===== src/verilog/mem_pkg.sv =====
package mem_pkg;

	localparam int ADDR_W    = 12;
	localparam int MEM_WORDS = 4096;

	typedef enum logic [1:0] {
		OWN_NONE,
		OWN_DBG,
		OWN_DATA,
		OWN_FETCH
	} owner_e;

endpackage


===== src/verilog/mem_arbiter.sv =====
`timescale 1ns/100ps

module mem_arbiter import mem_pkg::*; (
	input  logic              clock,
	input  logic              i_rst_n,
	input  logic              i_dbg_valid,
	output logic              o_dbg_ready,
	input  logic              i_dbg_we,
	input  logic [ADDR_W-1:0] i_dbg_addr,
	input  logic [31:0]       i_dbg_wdata,
	input  logic              i_data_valid,
	output logic              o_data_ready,
	input  logic              i_data_we,
	input  logic [ADDR_W-1:0] i_data_addr,
	input  logic [31:0]       i_data_wdata,
	input  logic              i_fetch_valid,
	output logic              o_fetch_ready,
	input  logic              i_fetch_we,
	input  logic [ADDR_W-1:0] i_fetch_addr,
	input  logic [31:0]       i_fetch_wdata,
	output logic              o_mem_en,
	output logic              o_mem_we,
	output logic [ADDR_W-1:0] o_mem_addr,
	output logic [31:0]       o_mem_wdata,
	input  logic [31:0]       i_mem_rdata,
	output logic              o_dbg_rvalid,
	output logic              o_data_rvalid,
	output logic              o_fetch_rvalid,
	output logic [31:0]       o_rdata
);

	owner_e owner_q;
	logic   busy;

	assign busy          = (owner_q != OWN_NONE); // read response in flight
	assign o_dbg_ready   = !busy && i_dbg_valid;
	assign o_data_ready  = !busy && !i_dbg_valid && i_data_valid;
	assign o_fetch_ready = !busy && !i_dbg_valid && !i_data_valid && i_fetch_valid;
	assign o_mem_en      = o_dbg_ready || o_data_ready || o_fetch_ready;

	always_comb begin
		if (i_dbg_valid) begin
			o_mem_we    = i_dbg_we;
			o_mem_addr  = i_dbg_addr;
			o_mem_wdata = i_dbg_wdata;
		end else if (i_data_valid) begin
			o_mem_we    = i_data_we;
			o_mem_addr  = i_data_addr;
			o_mem_wdata = i_data_wdata;
		end else begin
			o_mem_we    = i_fetch_we;
			o_mem_addr  = i_fetch_addr;
			o_mem_wdata = i_fetch_wdata;
		end
	end

	always_ff @(posedge clock) begin
		if (!i_rst_n)
			owner_q <= OWN_NONE;
		else if (o_mem_en && !o_mem_we)
			owner_q <= o_dbg_ready ? OWN_DBG : o_data_ready ? OWN_DATA : OWN_FETCH;
		else
			owner_q <= OWN_NONE;
	end

	assign o_dbg_rvalid   = (owner_q == OWN_DBG);
	assign o_data_rvalid  = (owner_q == OWN_DATA);
	assign o_fetch_rvalid = (owner_q == OWN_FETCH);
	assign o_rdata        = i_mem_rdata;

	// a waiting data request keeps its valid and address
	assert property (@(posedge clock) disable iff (!i_rst_n)
		i_data_valid && !o_data_ready |=> i_data_valid && $stable(i_data_addr));

endmodule


===== config.mk =====
export PLATFORM = sky130hd
export DESIGN_NAME = mem_arbiter
export DESIGN_NICKNAME = d
export VERILOG_FILES = /design/src/verilog/mem_pkg.sv /design/src/verilog/mem_arbiter.sv
export SDC_FILE = /design/constraint.sdc
export NUM_CORES = 1
export LEC_CHECK = 0
export BUFFER_PORTS_ARGS = -buffer_cell sky130_fd_sc_hd__buf_2
export CORE_AREA = 2 2 99 101
export DETAILED_ROUTE_END_ITERATION = 10
export DIE_AREA = 0 0 101 103
export GPL_TIMING_DRIVEN = 0
export PLACE_DENSITY_LB_ADDON = 0.15
export SYNTH_ARGS = -nofsm -noshare
export SYNTH_HDL_FRONTEND = slang
export SYNTH_SLANG_ARGS = --single-unit

===== constraint.sdc =====
create_clock -name clock -period 2 [get_ports clock]
set_clock_uncertainty 0.05 [all_clocks]
set_input_delay 0.3 -clock clock [delete_from_list [all_inputs] [get_ports clock]]
set_output_delay 0.3 -clock clock [all_outputs]
set_load 0.02 [all_outputs]

==> run metrics <==
Pwr Density=328 nW/um2; Nets=599; TritonCTS clock tree=built; crit path max fanout=10; sequential fraction of the synthesis area=3.00%; worst vdd rail ir drop=0.194 mV; worst-case clock buffer depth=2; mapped cell area=1330 um2; via count=2165; Crit path required time=1.65 ns; hold_buf cts=0; fin area=2630 um2; grt total ovfl=0; Root Driver=clkbuf_8; post-synth cell types=22; min-delay worst type=primary input to flip-flop; IO buf count=222; share of layout cells above drive strength 1=62.8%; Core Region=9460 um2; Die Area=10400 um2; max frequency=568 MHz; vias in the first global route=1832; Via density=4.02; syn avg cell area=6.66 um2; ANT nets after route=0; Period minus WS final=1.76 ns; clk slew on worst S/H paths=0.03 ns; Die Wd=101 um; commonest non-fill, non-tap cell in the layout=buf_2; Setup Buffers After CTS=0; worst slew pin tran=0.502 ns; H-tree level count=1; cell row count=36; Max-cap violations=0; largest net degree at the start of global routing=11; clk_lat worst skew=0.21 ns; commonest cells after routing, fill and taps aside=225 x buf_2, 46 x nand2_1, 45 x mux2i_1, 33 x buf_4, 29 x o21ai_0; # setup viols final=0; DR DRC count=0; Final period util=88.0%; startpoint types=primary input; crit path capture type=output pin; Post-Synthesis Net Count=372; DRT Pass-1 Iters=4; synth-to-layout area growth=97.2%; biggest regs=owner_q (2); HPWL Detailed=5.20 mm; status=completed; GP Congestion=0.694; wire per inst=11.1 um; antenna violations before repair=0; post-synthesis register bit count=2; worst path arrival time=1.41 ns; number of flip-flops in the largest register=2; post-CTS sizing=0; setup TNS=0 ns; CTS Buf Count=3; DRT Wirelength=5.99 mm; GRT Overall Usage=9.77%; Worst slew margin=66.6%; ant diodes=0; Hold Vio Cnt, Final=0; Ys Warns=0; Initial DRC Count=17; fin. max-slew vios=0; Setup CP Type=primary input to output pin; RSZ-0062 raised after global routing=no; Leak Pwr=0.00161 uW; DIE HEIGHT=103 um; first-pass GRT wire length=8.40 mm; post-placement cell area=2590 um2; Initial Util=14.1%; Top reg by flops=owner_q; Mapped Cells=200; I/O pin count=256; clk sink count=2
critical path, stage by stage:
cell,delay [ns]
buf_2,0.09
buf_2,0.21
clkbuf_1,0.39
nand2_1,0.14
o21ai_1,0.10
buf_2,0.18
cell usage after synthesis:
cell | n | area (um2)
a21oi_1 | 1 | 5.00
and2_1 | 1 | 6.26
and3_1 | 1 | 6.26
and4_1 | 1 | 8.76
buf_12 | 1 | 20.0
buf_2 | 3 | 15.0
buf_4 | 33 | 248
buf_6 | 2 | 22.5
buf_8 | 2 | 30.0
clkbuf_1 | 7 | 26.3
clkinv_2 | 1 | 5.00
dfxtp_1 | 2 | 40.0
inv_1 | 1 | 3.75
mux2i_1 | 45 | 450
nand2_1 | 46 | 173
nor2_1 | 2 | 7.51
nor2b_1 | 2 | 12.5
nor3_1 | 2 | 10.0
o2111ai_1 | 1 | 8.76
o21ai_0 | 29 | 145
o21ai_1 | 16 | 80.1
o31a_1 | 1 | 8.76
routing by layer:
metal  wire [um]  part of all wire (%)  vias to the layer above  track usage [%]
met5           0                     0                        -                0
met4          16                  0.27                        0            0.936
met3         521                   8.7                        5             1.76
met2        3200                    54                      128             19.6
met1        2240                    37                      929             11.0
li1            -                     -                     1103                -
report_power, final:
group / switching [uW] / internal [uW] / total [uW] / leakage [uW]
clock: 30.9 / 127 / 158 / 0.0000216
sequential: 2.58 / 42.7 / 45.3 / 0.0000164
combinational: 352 / 307 / 659 / 0.00157
per-stage QoR:
step / worst slack [ns] / util [%] / hold slack, ns / power [uW] / cells
floorplan: 0.460 / - / 0.368 / 435 / 200
global placement: 0.168 / 27.3 / 0.502 / 713 / 536
detailed placement: 0.171 / 27.3 / 0.506 / 713 / 536
CTS: 0.167 / 27.8 / 0.286 / 877 / 539
global route: 0.107 / 27.8 / 0.295 / 935 / 539
finish: 0.240 / 27.8 / 0.288 / 862 / 539
area by class of cell:
type	count	area [um2]
Inverter	2	8.76
Multi-Input combinational cell	148	922
Fill cell	1067	6830
Timing Repair Buffer	222	1110
Buffer	48	362
Clock buffer	3	41.3
Sequential cell	2	40.0
Tap cell	114	143
logic make-up after synthesis:
group                  after synthesis  synth area share, %
muxes                               45                 33.8
DFF                                  2                 3.00
buffers and inverters               50                 27.8
AOI/OAI and AO/OA                   48                 18.6
and+or+nand+nor                     55                 16.8
path summary, 6_finish.rpt:
kind | slack, ns | startpoint | depth (start not counted) | endpoint
worst max-delay path | 0.24 | i_dbg_valid | 6 | o_mem_wdata[30]
worst min-delay path | 0.29 | i_rst_n | 3 | owner_q[0]
worst max register to register | 1.08 | owner_q[1] | 3 | owner_q[1]
worst min register to register | 0.59 | owner_q[1] | 3 | owner_q[0]
Power figures use the tool's default switching activity.
