File: src/verilog/mem_pkg.sv
package mem_pkg;

	localparam int ADDR_W    = 12;
	localparam int MEM_WORDS = 4096;

	typedef enum logic [1:0] {
		OWN_NONE,
		OWN_DBG,
		OWN_DATA,
		OWN_FETCH
	} owner_e;

endpackage

File: src/verilog/stage_fetch.sv
`timescale 1ns/100ps

module stage_fetch import mem_pkg::*; (
	input  logic              clock,
	input  logic              i_rst_n,
	input  logic              i_run,
	output logic              o_req_valid,
	input  logic              i_req_ready,
	output logic [ADDR_W-1:0] o_req_addr,
	input  logic              i_resp_valid,
	input  logic [31:0]       i_resp_data,
	output logic              o_insn_valid,
	input  logic              i_x_ready,
	output logic [31:0]       o_insn,
	output logic [31:0]       o_insn_pc,
	input  logic              i_redirect,
	input  logic [31:0]       i_redirect_pc
);

	logic [31:0] pc_q;
	logic        pend_q;
	logic        discard_q;
	logic        buf_valid_q;
	logic [31:0] buf_insn_q;
	logic [31:0] buf_pc_q;
	logic        take;
	logic        req_fire;
	logic        resp_keep;

	assign take      = buf_valid_q && i_x_ready;
	// buffer is free by the time the response lands
	assign o_req_valid = i_run && !pend_q && !i_redirect && (!buf_valid_q || take);
	assign o_req_addr  = pc_q[ADDR_W-1:0];
	assign req_fire    = o_req_valid && i_req_ready;
	assign resp_keep   = i_resp_valid && !discard_q && !i_redirect;

	always_ff @(posedge clock) begin
		if (!i_rst_n) begin
			pc_q        <= 32'd0;
			pend_q      <= 1'b0;
			discard_q   <= 1'b0;
			buf_valid_q <= 1'b0;
		end else begin
			if (i_redirect)
				pc_q <= i_redirect_pc;
			else if (req_fire)
				pc_q <= pc_q + 32'd1;
			if (req_fire)
				pend_q <= 1'b1;
			else if (i_resp_valid)
				pend_q <= 1'b0;
			if (i_redirect && pend_q && !i_resp_valid)
				discard_q <= 1'b1; // stale word still on its way
			else if (i_resp_valid)
				discard_q <= 1'b0;
			if (resp_keep)
				buf_valid_q <= 1'b1;
			else if (take || i_redirect)
				buf_valid_q <= 1'b0;
		end
	end

	always_ff @(posedge clock) begin
		if (resp_keep) begin
			buf_insn_q <= i_resp_data;
			buf_pc_q   <= pc_q - 32'd1; // pc already stepped past it
		end
	end

	assign o_insn_valid = buf_valid_q;
	assign o_insn       = buf_insn_q;
	assign o_insn_pc    = buf_pc_q;

	assert property (@(posedge clock) disable iff (!i_rst_n)
		o_insn_valid && !i_x_ready |=> o_insn_valid && $stable(o_insn));

endmodule

File: config.mk
export PLATFORM = sky130hd
export DESIGN_NAME = stage_fetch
export DESIGN_NICKNAME = d
export VERILOG_FILES = /design/src/verilog/mem_pkg.sv /design/src/verilog/stage_fetch.sv
export SDC_FILE = /design/constraint.sdc
export NUM_CORES = 1
export LEC_CHECK = 0
export BUFFER_PORTS_ARGS = -buffer_cell sky130_fd_sc_hd__buf_2
export CORE_MARGIN = 2
export CORE_UTILIZATION = 51
export DETAILED_ROUTE_END_ITERATION = 8
export GPL_TIMING_DRIVEN = 1
export PLACE_DENSITY = 0.8
export SYNTH_ARGS = -nofsm -noshare
export SYNTH_HDL_FRONTEND = slang
export SYNTH_SLANG_ARGS = --single-unit
File: constraint.sdc
create_clock -name clock -period 4.75 [get_ports clock]
set_input_delay 0.2375 -clock clock [delete_from_list [all_inputs] [get_ports clock]]
set_output_delay 0.2375 -clock clock [all_outputs]
set_load 0.02 [all_outputs]
==> results.yml <==
synthesis:
  yosysWarnings: 0
  syn_nets: 479
  synth_top_area_share_pct: 42.5
  synth_area_per_cell_um2: 11.1
  syn-instance-count: 406
  synth_edf_count: 64
  synthAdderAreaFrac_pct: 0.553
  synthMuxAreaShare_pct: 0.498
  yosys.area.top_type: "edfxtp_1"
  synth_top_family_by_area: "simple AND/OR/NAND/NOR gates"
  seq_area_frac_synth_pct: 57.9
  synthTopCellsByArea: "edfxtp_1, dfxtp_1, xnor2_1, nor4_1, xor2_1"
  synthXorXnorAreaFrac_pct: 9.84
  synth_area_um2: 4530
  synth_compound_area_share_pct: 8.76
  ys_ff_latch: 99
  yosys.area_share.simple_pct: 16.9
  async_reset_ff_share_pct: 0
  synth_cell_types: 47
  synth-main-ff-cell: "edfxtp_1"
timing:
  finalClockSkew_ps: 12.4
  setup_ws_ps: 2310
  min_period_ps: 2440
  rsz0062_at_grt: "false"
  final-setup-viol-count: 0
  worst_slew_pin_slew_ps: 865
  finalCritPeriodShare_pct: 51.4
  slew_headroom_pct: 42.2
  drv_slew: 0
  hold_viol_final: 0
  fin_setup_tns_ps: 0
  clock.fmax_mhz: 409
worst_setup_path:
  cp-end-kind: "flop"
  crit_path_top_delay_cell: "or4_4"
  slowest_delay_ps: 500
  path_class: "reg2reg"
  crit_fanout: 10
  crit_arrival_ps: 2560
  critPathRequiredTime_ps: 4870
  startpoint_type: "flop"
  critical_path.cell_chain: "nor3_1 -> nand2_1 -> or3_4 -> or4_4 -> xnor2_2"
die:
  core_area_um2: 8680
  ios: 149
  fp-row-count: 34
  die_w_um: 98.2
  die_y_um: 98.2
  dieArea_um2: 9650
  start_util_pct: 52.2
drt:
  drtAntennaViolNets: 0
  wl_met1_um: 4360
  wire_per_inst_um: 15.8
  drt-initial-drc-count: 183
  post-route-drc-count: 0
  wl_met3_um: 664
  vias: 3487
  highest_layer: "met4"
  routed_wl_um: 10100
  route.met2.wl_um: 4850
  via_per_inst: 5.45
  drtPass1Iterations: 4
layout:
  nets: 600
  multi_input_area_um2: 1660
  final_common_cell: "buf_2"
  drive_gt1_share_pct: 32.9
  finalNonFillerCells: 640
  areaGrowthSynthToFinish_pct: 19.6
  seqCellArea_um2: 2620
  mostFrequentLayoutCells: "buf_2, edfxtp_1, dfxtp_1"
  nFillCells: 722
  antenna_cells: 0
grt:
  grt-ovfl-total: 0
  antenna_found_initial: 0
  grt_pass1_wl_um: 16300
  track_usage_pct: 21.0
  grt_pass1_vias: 3443
  grt_max_degree: 36
worst_hold_path:
  hold_class: "in2reg"
clock_network:
  clock-root-buffer: "clkbuf_8"
  cts_resized: 0
  ctsHoldBuffers: 0
  numCtsBuffers: 9
  cts_tree: "yes"
  htreeDepth: 3
  clockBufferDepth: 2
  insertion_delay_ps: 360
  post_cts_buffers: 0
  clock-sinks: 99
  clk_pin_slew_ps: 100
pwr:
  p_int_w: 0.00131
  swShare_pct: 27.0
  seq_power_share_pct: 56.3
  pwr-share-comb_pct: 13.1
  p_switching_w: 0.000486
  p_per_area_nw_per_um2: 332
  peakVddDrop_mv: 0.135
  p_leak_nw: 2.14
  p_clk_share_pct: 30.6
place:
  io_buffer_count: 148
  dp_worst_setup_slack_ps: 2350
  routabilityCongestion: 0.872
  placed_cells: 624
  dp_hpwl_um: 7380
outcome:
  outcome: "finished, final reports clean"
run:
  max_cap_viol_count: 0
-- critical path: cells and delay by family (launching register included) --
family | cells | cell delay (ps)
and+or+nand+nor | 4 | 1650
xor gates and xnor gates | 1 | 140
DFF | 1 | 410
-- power groups by stage --
| stage | clock network [W] | registers, W | logic, W |
|---|---|---|---|
| finish | 0.000551 | 0.00101 | 0.000236 |
| global route | 0.000598 | 0.00102 | 0.000257 |
| CTS | 0.000562 | 0.00101 | 0.000237 |
| detailed placement | 0 | 0.00103 | 0.000236 |
| global placement | 0 | 0.00103 | 0.000230 |
| floorplan | 0 | 0.00105 | 0.000139 |
-- layer usage --
layer / track usage (%) / vias up
met5: 0 / -
met3: 3.72 / 18
li1: - / 1698
met4: 9.48 / 0
met1: 27.7 / 1637
met2: 34.3 / 134
-- cell families (layout without fill, tap and decap cells) --
group / after synthesis / after routing
simple gates: 137 / 137
flops: 99 / 99
compound gates: 67 / 67
xor+xnor: 50 / 50
buf+inv: 49 / 175
fa+ha+maj: 2 / 2
mux: 2 / 2
-- final timing paths --
| path | slack, ps | cells after the start | start | end |
|---|---|---|---|---|
| max | 2310 | 5 | pc_q[2] | o_insn_pc[29] |
| min | 40 | 1 | i_resp_data[30] | o_insn[30] |
| max reg2reg | 2310 | 5 | pc_q[2] | o_insn_pc[29] |
| min reg2reg | 530 | 2 | discard_q | discard_q |
-- Yosys cell counts, types with 6 or more instances --
cell type   n
nor2_1     21
edfxtp_1   64
o21ai_0    25
buf_4      13
and4_1      7
nor3_1      7
xor2_1     16
xnor2_1    33
dfxtp_1    35
inv_1       9
nand3_1    15
clkbuf_1   18
a21oi_1    24
nor4_1     23
nand4_1     8
buf_2       6
nand2_1    30
-- flip-flops by register name, summed over array words and instances, names as in the netlist --
name and flops:
pc_q 32, o_insn 32, pend_q 1, o_insn_pc 32, discard_q 1, o_insn_valid 1
-- cell type report --
cell class | instances | area share, %
clock buffers | 10 | 2.36
well taps | 108 | 2.50
multi-input cells | 258 | 30.7
clock inverters | 6 | 1.39
inverters | 9 | 0.624
repair buffers | 150 | 14.0
flip-flops and latches | 99 | 48.4
-- metrics by stage --
stage	instance area (um^2)	util [%]	power, W	hold slack [ps]
2_1_floorplan	4530	-	0.00119	314
3_5_place_dp	5210	60.0	0.00127	416
5_1_grt	5410	62.4	0.00187	17.9
3_3_place_gp	5210	60.0	0.00126	415
6_report	5410	62.4	0.00180	39.7
4_1_cts	5410	62.4	0.00181	27.1
(Power assumes the default switching activity.)
