## config.mk

```make
export PLATFORM = sky130hd
export DESIGN_NAME = stage_execute
export DESIGN_NICKNAME = d
export VERILOG_FILES = /design/src/verilog/isa_pkg.sv /design/src/verilog/stage_execute.sv /design/src/verilog/alu.sv
export SDC_FILE = /design/constraint.sdc
export NUM_CORES = 1
export LEC_CHECK = 0
export BUFFER_PORTS_ARGS = -buffer_cell sky130_fd_sc_hd__buf_2
export CORE_MARGIN = 8
export CORE_UTILIZATION = 25
export DETAILED_ROUTE_END_ITERATION = 6
export PLACE_DENSITY = 0.43
export RECOVER_POWER = 25
export SYNTH_ARGS = -nofsm -noshare
export SYNTH_HDL_FRONTEND = slang
export SYNTH_SLANG_ARGS = --single-unit
```

## constraint.sdc

```tcl
create_clock -name clock -period 10.3 [get_ports clock]
set_clock_uncertainty 0.05 [all_clocks]
set_input_delay 1.03 -clock clock [delete_from_list [all_inputs] [get_ports clock]]
set_output_delay 1.03 -clock clock [all_outputs]
set_load 0.05 [all_outputs]
```

## src/verilog/isa_pkg.sv

```systemverilog
package isa_pkg;

	typedef enum logic [4:0] {
		OP_RTYPE = 5'b00000,
		OP_J     = 5'b00001,
		OP_BNE   = 5'b00010,
		OP_JAL   = 5'b00011,
		OP_JR    = 5'b00100,
		OP_ADDI  = 5'b00101,
		OP_BLT   = 5'b00110,
		OP_SW    = 5'b00111,
		OP_LW    = 5'b01000,
		OP_LED   = 5'b01011,
		OP_SETX  = 5'b10101,
		OP_BEX   = 5'b10110,
		OP_HALT  = 5'b11111
	} opcode_e;

	typedef enum logic [4:0] {
		ALU_ADD = 5'd0,
		ALU_SUB = 5'd1,
		ALU_AND = 5'd2,
		ALU_OR  = 5'd3,
		ALU_SLL = 5'd4,
		ALU_SRA = 5'd5
	} alu_op_e;

	localparam int OPC_HI   = 31;
	localparam int OPC_LO   = 27;
	localparam int RD_HI    = 26; // also top of the jump target
	localparam int RS_HI    = 21;
	localparam int RT_HI    = 16;
	localparam int SHAMT_HI = 11;
	localparam int ALUOP_HI = 6;
	localparam int IMM_W    = 17;

	localparam logic [4:0] REG_LINK   = 5'd31;
	localparam logic [4:0] REG_STATUS = 5'd30;

	localparam logic [31:0] EXC_ADD  = 32'd1;
	localparam logic [31:0] EXC_ADDI = 32'd2;
	localparam logic [31:0] EXC_SUB  = 32'd3;

	localparam int LED_SLOTS = 9;
	localparam int LED_W     = 16;

endpackage
```

## src/verilog/stage_execute.sv

```systemverilog
`timescale 1ns/100ps

module stage_execute import isa_pkg::*; (
	input  logic                       clock,
	input  logic                       i_rst_n,
	input  logic                       i_insn_valid,
	output logic                       o_x_ready,
	input  logic [31:0]                i_insn,
	input  logic [31:0]                i_insn_pc,
	output logic [4:0]                 o_rs_addr,
	output logic [4:0]                 o_rt_addr,
	input  logic [31:0]                i_rs_data,
	input  logic [31:0]                i_rt_data,
	output logic                       o_wb_valid,
	input  logic                       i_wb_ready,
	output opcode_e                    o_wb_kind,
	output logic [4:0]                 o_wb_rd,
	output logic [31:0]                o_wb_result,
	output logic [31:0]                o_wb_store,
	output logic                       o_redirect,
	output logic [31:0]                o_redirect_pc,
	output logic                       o_halted,
	output logic [LED_SLOTS*LED_W-1:0] o_led_commands
);

	opcode_e     opcode;
	alu_op_e     insn_op;
	alu_op_e     alu_op;
	logic [4:0]  rd;
	logic [26:0] target;
	logic [31:0] imm_ext;
	logic [31:0] pc_plus1;
	logic [31:0] branch_pc;
	logic [31:0] jump_pc;
	logic [31:0] alu_a;
	logic [31:0] alu_b;
	logic [31:0] alu_result;
	logic        not_equal;
	logic        less_than;
	logic        overflow;
	logic        use_imm;
	logic        rd_as_rt;
	logic        is_bex;
	logic        exc;
	logic        taken;
	logic        fire;
	logic        halted_q;
	logic [3:0]  led_slot;
	logic [LED_SLOTS*LED_W-1:0] led_q;

	assign opcode    = opcode_e'(i_insn[OPC_HI:OPC_LO]);
	assign insn_op   = alu_op_e'(i_insn[ALUOP_HI -: 5]);
	assign rd        = i_insn[RD_HI -: 5];
	assign target    = i_insn[RD_HI:0];
	assign imm_ext   = {{(32-IMM_W){i_insn[IMM_W-1]}}, i_insn[IMM_W-1:0]};
	assign pc_plus1  = i_insn_pc + 32'd1;
	assign branch_pc = pc_plus1 + imm_ext;
	assign jump_pc   = {i_insn_pc[31:27], target};

	assign use_imm  = (opcode == OP_ADDI) || (opcode == OP_LW) || (opcode == OP_SW);
	assign rd_as_rt = (opcode == OP_BNE) || (opcode == OP_BLT) || (opcode == OP_SW) ||
		(opcode == OP_JR);
	assign is_bex   = (opcode == OP_BEX);

	assign o_rs_addr = i_insn[RS_HI -: 5];
	assign o_rt_addr = rd_as_rt ? rd : is_bex ? REG_STATUS : i_insn[RT_HI -: 5];

	assign alu_a = is_bex ? i_rt_data : i_rs_data; // bex tests r30 against zero
	assign alu_b = use_imm ? imm_ext : is_bex ? 32'd0 : i_rt_data;

	always_comb begin
		case (opcode)
			OP_RTYPE:               alu_op = insn_op;
			OP_BNE, OP_BLT, OP_BEX: alu_op = ALU_SUB;
			default:                alu_op = ALU_ADD;
		endcase
	end

	alu u_alu (
		.i_a(alu_a),
		.i_b(alu_b),
		.i_op(alu_op),
		.i_shamt(i_insn[SHAMT_HI -: 5]),
		.o_result(alu_result),
		.o_not_equal(not_equal),
		.o_less_than(less_than),
		.o_overflow(overflow)
	);

	always_comb begin
		case (opcode)
			OP_BNE, OP_BEX:      taken = not_equal;
			OP_BLT:              taken = not_equal && !less_than; // rd < rs
			OP_J, OP_JAL, OP_JR: taken = 1'b1;
			default:             taken = 1'b0;
		endcase
	end

	assign o_redirect_pc = (opcode == OP_JR) ? i_rt_data :
		((opcode == OP_BNE) || (opcode == OP_BLT)) ? branch_pc : jump_pc;

	assign exc = overflow && ((opcode == OP_RTYPE) || (opcode == OP_ADDI));

	always_comb begin
		o_wb_rd     = rd;
		o_wb_result = alu_result;
		if (exc) begin
			o_wb_rd     = REG_STATUS;
			o_wb_result = (opcode == OP_ADDI) ? EXC_ADDI : (insn_op == ALU_SUB) ? EXC_SUB : EXC_ADD;
		end else if (opcode == OP_JAL) begin
			o_wb_rd     = REG_LINK;
			o_wb_result = pc_plus1;
		end else if (opcode == OP_SETX) begin
			o_wb_rd     = REG_STATUS;
			o_wb_result = {5'd0, target};
		end
	end

	assign o_wb_kind  = opcode;
	assign o_wb_store = i_rt_data;
	assign o_x_ready  = i_wb_ready && !halted_q;
	assign o_wb_valid = i_insn_valid && !halted_q;
	assign fire       = i_insn_valid && o_x_ready;
	assign o_redirect = fire && taken;
	assign led_slot   = i_rt_data[3:0];

	always_ff @(posedge clock) begin
		if (!i_rst_n) begin
			halted_q <= 1'b0;
			led_q    <= '0;
		end else if (fire) begin
			if (opcode == OP_HALT)
				halted_q <= 1'b1;
			if ((opcode == OP_LED) && (led_slot < LED_SLOTS))
				led_q[led_slot*LED_W +: LED_W] <= i_rs_data[LED_W-1:0];
		end
	end

	assign o_halted       = halted_q;
	assign o_led_commands = led_q;

endmodule

```

## src/verilog/alu.sv

```systemverilog
`timescale 1ns/100ps

module alu import isa_pkg::*; (
	input  logic [31:0] i_a,
	input  logic [31:0] i_b,
	input  alu_op_e     i_op,
	input  logic [4:0]  i_shamt,
	output logic [31:0] o_result,
	output logic        o_not_equal,
	output logic        o_less_than,
	output logic        o_overflow
);

	logic [31:0] sum;
	logic [31:0] diff;
	logic        add_ovf;
	logic        sub_ovf;

	assign sum     = i_a + i_b;
	assign diff    = i_a - i_b;
	assign add_ovf = (i_a[31] == i_b[31]) && (sum[31] != i_a[31]);
	assign sub_ovf = (i_a[31] != i_b[31]) && (diff[31] != i_a[31]);

	always_comb begin
		case (i_op)
			ALU_ADD: o_result = sum;
			ALU_SUB: o_result = diff;
			ALU_AND: o_result = i_a & i_b;
			ALU_OR:  o_result = i_a | i_b;
			ALU_SLL: o_result = i_a << i_shamt;
			ALU_SRA: o_result = $signed(i_a) >>> i_shamt;
			default: o_result = 32'd0;
		endcase
	end

	assign o_not_equal = |diff;
	assign o_less_than = diff[31] ^ sub_ovf; // signed a < b
	assign o_overflow  = ((i_op == ALU_ADD) && add_ovf) || ((i_op == ALU_SUB) && sub_ovf);

endmodule

```

==> results.toml <==
[outcome]
status = "completed"

[floorplanning]
rows = 101
io_pins = 396
initial_core_util_pct = 25.23
die_w_um = 292.9
die_area_mm2 = 0.08577
fp.dieH_um = 292.9
fp.coreArea_mm2 = 0.07595

[worst_setup_path]
max_stage_delay_ns = 0.55
crit_required_ns = 9.22
critPathTopFamily = "simple AND/OR/NAND/NOR gates"
reg2reg_from = "o_halted"
r2r_end = "o_led_commands[34]"
path_max_fanout = 31
crit_type = "primary input to output port"
r2r_setup_slack_ns = 6.81
cp_data_arrival_time_ns = 8.67
slowest_stage = "fa_1"
critPathCaptureType = "output port"
reg2reg_depth = 10
cp_num_buf_inv = 5
start_kind = "primary input"

[synthesis]
yosysWarnings = 0
synth_area_mm2 = 0.01916
synth-seq-cells = 145
synth.area.top_cells = "dfxtp_1, ha_1, nand2_1"
seq_area_frac_synth_pct = 15.15
synth_nets = 2936
synthArstFlopShare_pct = 0
synth_top_area_share_pct = 15.15
synth_xor_area_share_pct = 4.479
synthDistinctLibCells = 88
postSynthCellCount = 2671
synth_mux_area_share_pct = 12.63
yosys.area_share.adder_pct = 8.893
yosysTopAreaCell = "dfxtp_1"
ys_top_cells_by_count = "nand2_1, o21ai_0, nor2_1"
synth-edff-count = 0
synth_compound_area_share_pct = 26.44
synth_top_family_by_area = "compound AO/OA/AOI/OAI gates"
synth_most_common_cell = "nand2_1"
synth-simple-area-share_pct = 24.43
syn_avg_cell_area_um2 = 7.175
synth_ff_type = "dfxtp_1"

[layout]
area_delta_synth_final_pct = 16.41
fin_nets = 3188
nFillCells = 8610
drive_above_1_share_pct = 16.73
multiInputGateArea_mm2 = 0.01479
final_cells = 3966
final-seq-area_mm2 = 0.002903

[global_routing]
grt_first_pass_wirelength_um = 150300
grt_usage_pct = 23.18
first_global_vias = 21080
antenna_found_initial = 9
overflow = 0
grt_max_degree = 100

[clock_tree]
cts_tree = "yes"
clk_pin_slew_ns = 0.06
cts.sinks = 145
cts_buffer_depth = 2
numCtsBuffers = 17
root_buffer = "clkbuf_16"
cts_max_level = 4
worstSkewPairLatency_ns = 0.43

[sta]
fin_setup_tns_ns = 0
period_share_pct = 94.68
setup_slack_ns = 0.5484
final_hold_viol_count = 0
rsz0062_at_grt = "false"
setup_viol = 0
maxSlewViolCount = 0
tightest_slew_ns = 1.150
max_freq_mhz = 102.5
slew_headroom_pct = 22.54
period_needed_ns = 9.752

[placement]
gp_congestion = 1.044
io_buffers = 395
dp_slack_ns = 0.1200
dp_hpwl_um = 84540
dp_cells = 3933

[hold_path]
hp-class = "flip-flop to flip-flop"
hold_path_end = "o_led_commands[87]"
hp-start = "o_led_commands[87]"
min_path_cells = 2

[power]
power_mw = 2.579
power_density_mw_per_mm2 = 115.6
power_switching_mw = 1.240
power.share.switching_pct = 48.07
p_leak_nw = 9.276
p_int_mw = 1.339
pwr-share-comb_pct = 54.2
p_clk_share_pct = 24.1
vdd_drop_max_v = 0.0001199
power_frac_seq_pct = 21.7

[routing]
dr.pass1.iters = 6
drc = 0
routed_wl_um = 104400
drtAntennaViolNets = 0
vias = 21600
vias_per_cell = 5.446
post_drt_wl_per_cell_um = 26.32
drt-initial-drc-count = 2296

[flow_run]
max-cap-violations = 0
==> logic make-up (layout without fill, tap and decap cells) <==
| logic type | Yosys count | count (layout) |
|---|---|---|
| simple gates | 996 | 996 |
| compound gates | 789 | 789 |
| buf+inv | 337 | 601 |
| mux | 172 | 172 |
| flops | 145 | 145 |
| fa+ha+maj | 134 | 134 |
| xor+xnor | 98 | 98 |
| other cells | 0 | 1 |
==> power groups by stage <==
| stage | logic [mW] | clock network (mW) | registers (mW) |
|---|---|---|---|
| after floorplan | 0.895 | 0 | 0.574 |
| after global placement | 1.39 | 0 | 0.573 |
| after detailed placement | 1.37 | 0 | 0.573 |
| after CTS | 1.38 | 0.636 | 0.561 |
| after global routing | 1.47 | 0.655 | 0.561 |
| final | 1.40 | 0.621 | 0.561 |
==> sequential cells by signal, indices dropped and copies added, names as in the netlist <==
name and count:
o_led_commands 144, o_halted 1
==> layout by cell type (no fill, tap or decap), drive strengths merged, types with 32 or more instances in the layout <==
cell type	n
mux2i	108
nand3	89
a21oi	170
o21ai	246
nand2	403
a21boi	40
buf	354
and2	115
nor2	174
ha	129
nor2b	32
nor3	58
clkbuf	121
mux4	55
inv	115
dfxtp	145
a21o	52
xnor2	69
==> per-layer routing <==
layer	vias up	global-route usage, %	wire length, um
li1	10100	-	-
met1	10330	28.75	42930
met2	988	38.45	48030
met3	180	6.072	9032
met4	8	8.401	4343
met5	-	0	51
==> worst max path at each step <==
stage	start	endpoint	slack (ns)	cells past startpoint
4_1_cts	i_insn[27]	o_redirect	0.11	29
6_report	i_insn[29]	o_redirect	0.55	32
3_3_place_gp	i_insn[27]	o_redirect	0.31	29
5_1_grt	i_insn[29]	o_redirect	0.04	32
2_1_floorplan	i_insn[7]	o_wb_result[22]	1.01	24
3_5_place_dp	i_insn[27]	o_redirect	0.12	29
==> metrics by stage <==
stage	instance area, um2	utilization, %	hold WS, ns
2_1_floorplan	19160	-	0.6245
3_3_place_gp	21810	28.72	0.4006
3_5_place_dp	21810	28.72	0.4034
4_1_cts	22390	29.49	0.4114
5_1_grt	22310	29.37	0.4358
6_report	22310	29.37	0.4086
==> repair_timing <==
item | CTS | global route
endpoints found under the setup margin | 0 | 1
hold buffers | 0 | 0
resized for setup | 0 | 10
setup buffers | 0 | 1
==> tightest hold or removal path, cell delays in order (launching register included) <==
cell and delay [ns]:
dfxtp_1 0.30, nand2_1 0.05, a21boi_0 0.06
==> cell type report <==
| type | count | area share, % |
|---|---|---|
| timing repair buffer | 455 | 10.39 |
| clock inverter | 11 | 0.5048 |
| sequential | 145 | 13.01 |
| multi-input combinational | 2189 | 66.28 |
| inverter | 115 | 1.935 |
| antenna | 1 | 0.01122 |
| tap | 1030 | 5.777 |
| clock buffer | 20 | 2.092 |
No activity file was read; power rests on OpenSTA's default activity.
