--- config.mk ---
export PLATFORM = sky130hd
export DESIGN_NAME = stage_mem_wb
export DESIGN_NICKNAME = d
export VERILOG_FILES = /design/src/verilog/mem_pkg.sv /design/src/verilog/isa_pkg.sv /design/src/verilog/stage_mem_wb.sv
export SDC_FILE = /design/constraint.sdc
export NUM_CORES = 2
export LEC_CHECK = 0
export BUFFER_PORTS_ARGS = -buffer_cell sky130_fd_sc_hd__buf_2
export CORE_MARGIN = 2
export CORE_UTILIZATION = 60
export CTS_BUF_LIST = sky130_fd_sc_hd__clkbuf_16
export DETAILED_ROUTE_END_ITERATION = 6
export PLACE_DENSITY = 0.83
export SLEW_MARGIN = 20
export SYNTH_ARGS = -nofsm -noshare
export SYNTH_HDL_FRONTEND = slang
export SYNTH_SLANG_ARGS = --single-unit
--- constraint.sdc ---
create_clock -name clock -period 16.15 [get_ports clock]
set_input_delay 2.4225 -clock clock [delete_from_list [all_inputs] [get_ports clock]]
set_output_delay 2.4225 -clock clock [all_outputs]
set_load 0.01 [all_outputs]
--- src/verilog/mem_pkg.sv ---
package mem_pkg;

	localparam int ADDR_W    = 12;
	localparam int MEM_WORDS = 4096;

	typedef enum logic [1:0] {
		OWN_NONE,
		OWN_DBG,
		OWN_DATA,
		OWN_FETCH
	} owner_e;

endpackage

--- src/verilog/isa_pkg.sv ---
package isa_pkg;

	typedef enum logic [4:0] {
		OP_RTYPE = 5'b00000,
		OP_J     = 5'b00001,
		OP_BNE   = 5'b00010,
		OP_JAL   = 5'b00011,
		OP_JR    = 5'b00100,
		OP_ADDI  = 5'b00101,
		OP_BLT   = 5'b00110,
		OP_SW    = 5'b00111,
		OP_LW    = 5'b01000,
		OP_LED   = 5'b01011,
		OP_SETX  = 5'b10101,
		OP_BEX   = 5'b10110,
		OP_HALT  = 5'b11111
	} opcode_e;

	typedef enum logic [4:0] {
		ALU_ADD = 5'd0,
		ALU_SUB = 5'd1,
		ALU_AND = 5'd2,
		ALU_OR  = 5'd3,
		ALU_SLL = 5'd4,
		ALU_SRA = 5'd5
	} alu_op_e;

	localparam int OPC_HI   = 31;
	localparam int OPC_LO   = 27;
	localparam int RD_HI    = 26; // also top of the jump target
	localparam int RS_HI    = 21;
	localparam int RT_HI    = 16;
	localparam int SHAMT_HI = 11;
	localparam int ALUOP_HI = 6;
	localparam int IMM_W    = 17;

	localparam logic [4:0] REG_LINK   = 5'd31;
	localparam logic [4:0] REG_STATUS = 5'd30;

	localparam logic [31:0] EXC_ADD  = 32'd1;
	localparam logic [31:0] EXC_ADDI = 32'd2;
	localparam logic [31:0] EXC_SUB  = 32'd3;

	localparam int LED_SLOTS = 9;
	localparam int LED_W     = 16;

endpackage
--- src/verilog/stage_mem_wb.sv ---
`timescale 1ns/100ps

module stage_mem_wb import isa_pkg::*, mem_pkg::*; (
	input  logic              clock,
	input  logic              i_rst_n,
	input  logic              i_wb_valid,
	output logic              o_ready,
	input  opcode_e           i_wb_kind,
	input  logic [4:0]        i_wb_rd,
	input  logic [31:0]       i_wb_result,
	input  logic [31:0]       i_wb_store,
	input  logic [4:0]        i_rs_addr,
	input  logic [4:0]        i_rt_addr,
	output logic [31:0]       o_rs_data,
	output logic [31:0]       o_rt_data,
	output logic              o_dreq_valid,
	input  logic              i_dreq_ready,
	output logic              o_dreq_we,
	output logic [ADDR_W-1:0] o_dreq_addr,
	output logic [31:0]       o_dreq_wdata,
	input  logic              i_dresp_valid,
	input  logic [31:0]       i_dresp_data
);

	logic        v_q;
	logic        ld_wait_q;
	opcode_e     kind_q;
	logic [4:0]  rd_q;
	logic [31:0] res_q;
	logic [31:0] store_q;
	logic [31:0] rf [32];
	logic        is_ld;
	logic        is_st;
	logic        writes;
	logic        done;
	logic        wr_en;
	logic [31:0] wr_data;

	assign is_ld  = (kind_q == OP_LW);
	assign is_st  = (kind_q == OP_SW);
	assign writes = (kind_q == OP_RTYPE) || (kind_q == OP_ADDI) || (kind_q == OP_JAL) ||
		(kind_q == OP_SETX) || is_ld;

	assign o_dreq_valid = v_q && (is_st || (is_ld && !ld_wait_q));
	assign o_dreq_we    = is_st;
	assign o_dreq_addr  = res_q[ADDR_W-1:0];
	assign o_dreq_wdata = store_q;

	assign done    = v_q && (is_ld ? (ld_wait_q && i_dresp_valid) : is_st ? i_dreq_ready : 1'b1);
	assign o_ready = !v_q || done;
	assign wr_en   = done && writes && (rd_q != 5'd0);
	assign wr_data = is_ld ? i_dresp_data : res_q;

	// result about to retire beats the register file
	assign o_rs_data = (wr_en && (rd_q == i_rs_addr)) ? wr_data : rf[i_rs_addr];
	assign o_rt_data = (wr_en && (rd_q == i_rt_addr)) ? wr_data : rf[i_rt_addr];

	always_ff @(posedge clock) begin
		if (!i_rst_n) begin
			v_q       <= 1'b0;
			ld_wait_q <= 1'b0;
			for (int i = 0; i < 32; i++)
				rf[i] <= 32'd0;
		end else begin
			if (o_ready)
				v_q <= i_wb_valid;
			if (o_dreq_valid && i_dreq_ready && !o_dreq_we)
				ld_wait_q <= 1'b1;
			else if (i_dresp_valid)
				ld_wait_q <= 1'b0;
			if (wr_en)
				rf[rd_q] <= wr_data;
		end
	end

	always_ff @(posedge clock) begin
		if (i_wb_valid && o_ready) begin
			kind_q  <= i_wb_kind;
			rd_q    <= i_wb_rd;
			res_q   <= i_wb_result; // address for lw and sw
			store_q <= i_wb_store;
		end
	end

	// load data only comes back to a waiting lw
	assert property (@(posedge clock) disable iff (!i_rst_n)
		i_dresp_valid |-> v_q && is_ld && ld_wait_q);

endmodule

==> impl_metrics.prom <==
# TYPE chip_impl_metric gauge
chip_impl_info{name="run_status",value="complete, but fails checks"} 1
chip_impl_metric{name="drcViolationCount",unit=""} 1
chip_impl_metric{name="worst_pin_slew",unit="ns"} 1.16
chip_impl_metric{name="wirelength",unit="µm"} 175000
chip_impl_metric{name="timing.hold.worst_path_depth",unit=""} 2
chip_impl_info{name="worst_setup_path_end_kind",value="output pin"} 1
chip_impl_metric{name="place_congestion",unit=""} 0.886
chip_impl_metric{name="cts_inserted_buffers",unit=""} 112
chip_impl_metric{name="cts-resized-gates",unit=""} 0
chip_impl_metric{name="cp_data_required_time",unit="ns"} 13.73
chip_impl_metric{name="syn-cell-area",unit="µm²"} 56600
chip_impl_info{name="cts_root_buf",value="sky130_fd_sc_hd__clkbuf_16"} 1
chip_impl_metric{name="layout-area-overhead-vs-synth",unit="%"} 10.5
chip_impl_metric{name="path_clk_slew",unit="ns"} 0.06
chip_impl_metric{name="die-width",unit="µm"} 311
chip_impl_metric{name="worst_clock_skew",unit="ns"} 0.0346
chip_impl_metric{name="worst-path-max-fanout",unit=""} 94
chip_impl_info{name="violations",value="design-rule violations"} 1
chip_impl_metric{name="number_of_nets_still_failing_antenna_checks_after_routing",unit=""} 0
chip_impl_metric{name="grt_remaining_overflow",unit=""} 0
chip_impl_metric{name="hold_viol_final",unit=""} 0
chip_impl_metric{name="count_of_pins_on_the_block_boundary",unit=""} 232
chip_impl_metric{name="numPortBuffers",unit=""} 231
chip_impl_metric{name="finalCritPeriodShare",unit="%"} 53.3
chip_impl_metric{name="final.hold.worst_slack",unit="ns"} 0.491
chip_impl_metric{name="std_cell_rows",unit=""} 112
chip_impl_metric{name="maximum_root_to_sink_buffer_count",unit=""} 3
chip_impl_metric{name="worst-endpoint-arrival",unit="ns"} 6.18
chip_impl_metric{name="post-dp-hpwl",unit="µm"} 95900
chip_impl_info{name="hold_path_class",value="flip-flop to flip-flop"} 1
chip_impl_metric{name="detailroute.via_count",unit=""} 39844
chip_impl_metric{name="setup-tns-final",unit="ns"} 0
chip_impl_metric{name="synthesized_instance_count",unit=""} 3779
chip_impl_metric{name="power_density",unit="nW/µm²"} 106
chip_impl_metric{name="fin_crit",unit="ns"} 8.60
chip_impl_metric{name="cap_viol_max_count",unit=""} 0
chip_impl_info{name="capture_point_of_the_worst_reg_to_reg_path",value="rf[8][2]$_SDFFCE_PN0P_"} 1
chip_impl_metric{name="synth_seq_area_share",unit="%"} 58.3
chip_impl_metric{name="timing.fmax",unit="GHz"} 0.116
chip_impl_metric{name="ys.warnings.count",unit=""} 0
chip_impl_metric{name="pin_count_of_the_biggest_net_entering_global_routing",unit=""} 178
chip_impl_metric{name="post-route-worst-setup-slack",unit="ns"} 7.55
chip_impl_metric{name="number_of_nets_in_the_layout",unit=""} 3878
chip_impl_metric{name="routed_wire_length_per_instance",unit="µm"} 34.4
chip_impl_metric{name="grt_pass1_wl",unit="µm"} 257000
chip_impl_metric{name="number_of_antenna_violations_at_the_first_check_in_global_routing",unit=""} 6
chip_impl_metric{name="detailedRoute.firstIterationViolations",unit=""} 6654
chip_impl_metric{name="reg2reg_setup_slack",unit="ns"} 11.10
chip_impl_info{name="timing.hold.worst.start",value="ld_wait_q$_SDFFE_PN0P_"} 1
chip_impl_metric{name="timing_max_transition_violations_final",unit=""} 0
chip_impl_metric{name="ys_types",unit=""} 39
chip_impl_metric{name="setup-violations-final",unit=""} 0
chip_impl_metric{name="drtPass1Iterations",unit=""} 7
chip_impl_metric{name="synth-async-reset-ratio",unit="%"} 0
chip_impl_info{name="mostFrequentLayoutCell",value="sky130_fd_sc_hd__edfxtp_1"} 1
chip_impl_info{name="hold_end",value="ld_wait_q$_SDFFE_PN0P_"} 1
chip_impl_metric{name="final_layout_size_suffix_gt1_share",unit="%"} 28.8
chip_impl_metric{name="cts.sink_count",unit=""} 1100
chip_impl_metric{name="fp.coreArea",unit="µm²"} 93500
chip_impl_info{name="synth_top_cells_by_area",value="sky130_fd_sc_hd__edfxtp_1 58%, sky130_fd_sc_hd__mux4_2 20%, sky130_fd_sc_hd__nor3_1 8.8%"} 1
chip_impl_info{name="tritoncts",value="done"} 1
chip_impl_metric{name="postCtsSetupBuffers",unit=""} 0
chip_impl_metric{name="total_leakage_power",unit="nW"} 20.7
chip_impl_metric{name="fill_cell_instance_count_of_the_final_layout",unit=""} 6014
chip_impl_metric{name="timing.slew.headroom",unit="%"} 22.2
chip_impl_metric{name="global_route.usage.total",unit="%"} 35.9
chip_impl_metric{name="worst-r2r-cell-count",unit=""} 8
chip_impl_info{name="unrepaired_setup_endpoints_after_global_routing",value="no"} 1
chip_impl_metric{name="vias_per_cell",unit=""} 7.82
chip_impl_metric{name="synth_top_area_share",unit="%"} 58.2
chip_impl_metric{name="dieHeight",unit="µm"} 311
chip_impl_metric{name="ctsHtreeMaxLevel",unit=""} 3
chip_impl_metric{name="vdd_ir_drop_max",unit="mV"} 0.0876
chip_impl_info{name="cp-start-kind",value="input pin"} 1
chip_impl_info{name="synth.largest_area_cell",value="sky130_fd_sc_hd__edfxtp_1"} 1
chip_impl_metric{name="number_of_enable_flip_flop_cells_after_synthesis",unit=""} 1098
chip_impl_metric{name="insertion_delay",unit="ns"} 0.72
chip_impl_info{name="ys_dominant_reg_cell",value="sky130_fd_sc_hd__edfxtp_1"} 1
chip_impl_metric{name="synthesis.area_per_instance",unit="µm²"} 15.0
chip_impl_metric{name="cts.hold.buffers_added",unit=""} 0
chip_impl_metric{name="worst_case_setup_slack_after_placement",unit="ns"} 7.67
chip_impl_metric{name="start_util",unit="%"} 60.6
chip_impl_metric{name="synth-seq-cells",unit=""} 1100
chip_impl_metric{name="design.die.area",unit="µm²"} 96800
chip_impl_metric{name="fin_util",unit="%"} 66.9
chip_impl_info{name="worstReg2RegStart",value="rd_q[3]$_DFFE_PP_"} 1
chip_impl_info{name="critPathKind",value="input pin to output pin"} 1
chip_impl_info{name="layout.cells.most_common_list",value="1,098 x sky130_fd_sc_hd__edfxtp_1, 996 x sky130_fd_sc_hd__nor3_1, 512 x sky130_fd_sc_hd__mux4_2"} 1
chip_impl_metric{name="design_power_total",unit="mW"} 6.60
chip_impl_metric{name="via_count_of_the_first_global_routing_pass",unit=""} 39857
## through the flow
| step | std cells | instance area [µm²] |
|---|---|---|
| 2_1_floorplan | 3810 | 56700 |
| 3_3_place_gp | 4893 | 58900 |
| 3_5_place_dp | 4893 | 58900 |
| 4_1_cts | 5092 | 62400 |
| 5_1_grt | 5096 | 62500 |
| 6_report | 5098 | 62500 |
## critical path: stages
cell,delay [ns]
sky130_fd_sc_hd__buf_8,0.63
sky130_fd_sc_hd__buf_4,0.70
sky130_fd_sc_hd__buf_4,0.88
sky130_fd_sc_hd__mux4_2,0.36
sky130_fd_sc_hd__mux2i_1,0.10
sky130_fd_sc_hd__a22oi_1,0.45
sky130_fd_sc_hd__nand2_1,0.12
sky130_fd_sc_hd__mux2i_1,0.25
sky130_fd_sc_hd__buf_2,0.18
## cells by family after synthesis
group	count (synthesis)	synth area share [%]
flops	1100	58.3
buf+inv	521	4.20
compound gates	229	2.64
simple gates	1177	10.3
xor+xnor	10	0.155
mux	741	24.4
other cells	1	0.00662
## flip-flops by register name, summed over array words and instances, names as in the netlist
register      count
rf             1024
o_dreq_wdata     32
res_q            32
kind_q            5
rd_q              5
ld_wait_q         1
v_q               1
## area by class of cell
cell class / instances / area [µm²] / share of cell area, %
timing repair buffer: 351 / 2270 / 3.63
clock buffer: 113 / 2830 / 4.52
clock inverter: 86 / 678 / 1.08
multi-input combinational: 2189 / 22200 / 35.4
antenna: 2 / 5.00 / 0.00800
inverter: 3 / 11.3 / 0.0180
tap: 1254 / 1570 / 2.51
sequential: 1100 / 33000 / 52.8
## how the worst max path moves through the flow
stage | startpoint | to | slack [ns] | cells past startpoint
finish | i_rt_addr[2] | o_rt_data[20] | 7.55 | 9
global route | i_rt_addr[2] | o_rt_data[17] | 7.52 | 9
CTS | i_rt_addr[2] | o_rt_data[20] | 7.68 | 9
detailed placement | i_rt_addr[2] | o_rt_data[20] | 7.67 | 9
global placement | i_rt_addr[2] | o_rt_data[3] | 7.76 | 9
floorplan | i_dresp_valid | kind_q[0]$_DFFE_PP_ | 9.33 | 3
## cells in the mapped netlist, types with 3 or more instances
cell type / n
sky130_fd_sc_hd__a22oi_1: 62
sky130_fd_sc_hd__nor2_1: 69
sky130_fd_sc_hd__buf_6: 4
sky130_fd_sc_hd__a21oi_1: 3
sky130_fd_sc_hd__xnor2_1: 6
sky130_fd_sc_hd__clkbuf_1: 197
sky130_fd_sc_hd__inv_1: 3
sky130_fd_sc_hd__nand2_1: 67
sky130_fd_sc_hd__mux4_2: 512
sky130_fd_sc_hd__o22ai_1: 125
sky130_fd_sc_hd__and2_1: 4
sky130_fd_sc_hd__edfxtp_1: 1098
sky130_fd_sc_hd__nor3_1: 996
sky130_fd_sc_hd__mux2i_1: 223
sky130_fd_sc_hd__buf_4: 14
sky130_fd_sc_hd__nand4_1: 4
sky130_fd_sc_hd__o21ai_0: 31
sky130_fd_sc_hd__or3b_2: 7
sky130_fd_sc_hd__nand3_1: 5
sky130_fd_sc_hd__buf_2: 273
sky130_fd_sc_hd__buf_1: 30
sky130_fd_sc_hd__mux2_2: 6
sky130_fd_sc_hd__or3_1: 4
sky130_fd_sc_hd__xor2_1: 4
sky130_fd_sc_hd__nor2b_1: 6
sky130_fd_sc_hd__nand3b_1: 9
## routing by layer
| metal | GRT usage, % | part of all wire (%) |
|---|---|---|
| met2 | 53.7 | 46 |
| met5 | 0 | 0.032 |
| met4 | 19.4 | 6.0 |
| met3 | 12.9 | 18 |
| met1 | 46.4 | 31 |
## power by group
part	switching, mW	internal [mW]	leakage (nW)
Clock	1.13	1.41	1.79
Combinational	0.491	0.284	7.56
Sequential	0.0572	3.24	11.4
No activity file was read; power rests on OpenSTA's default activity.
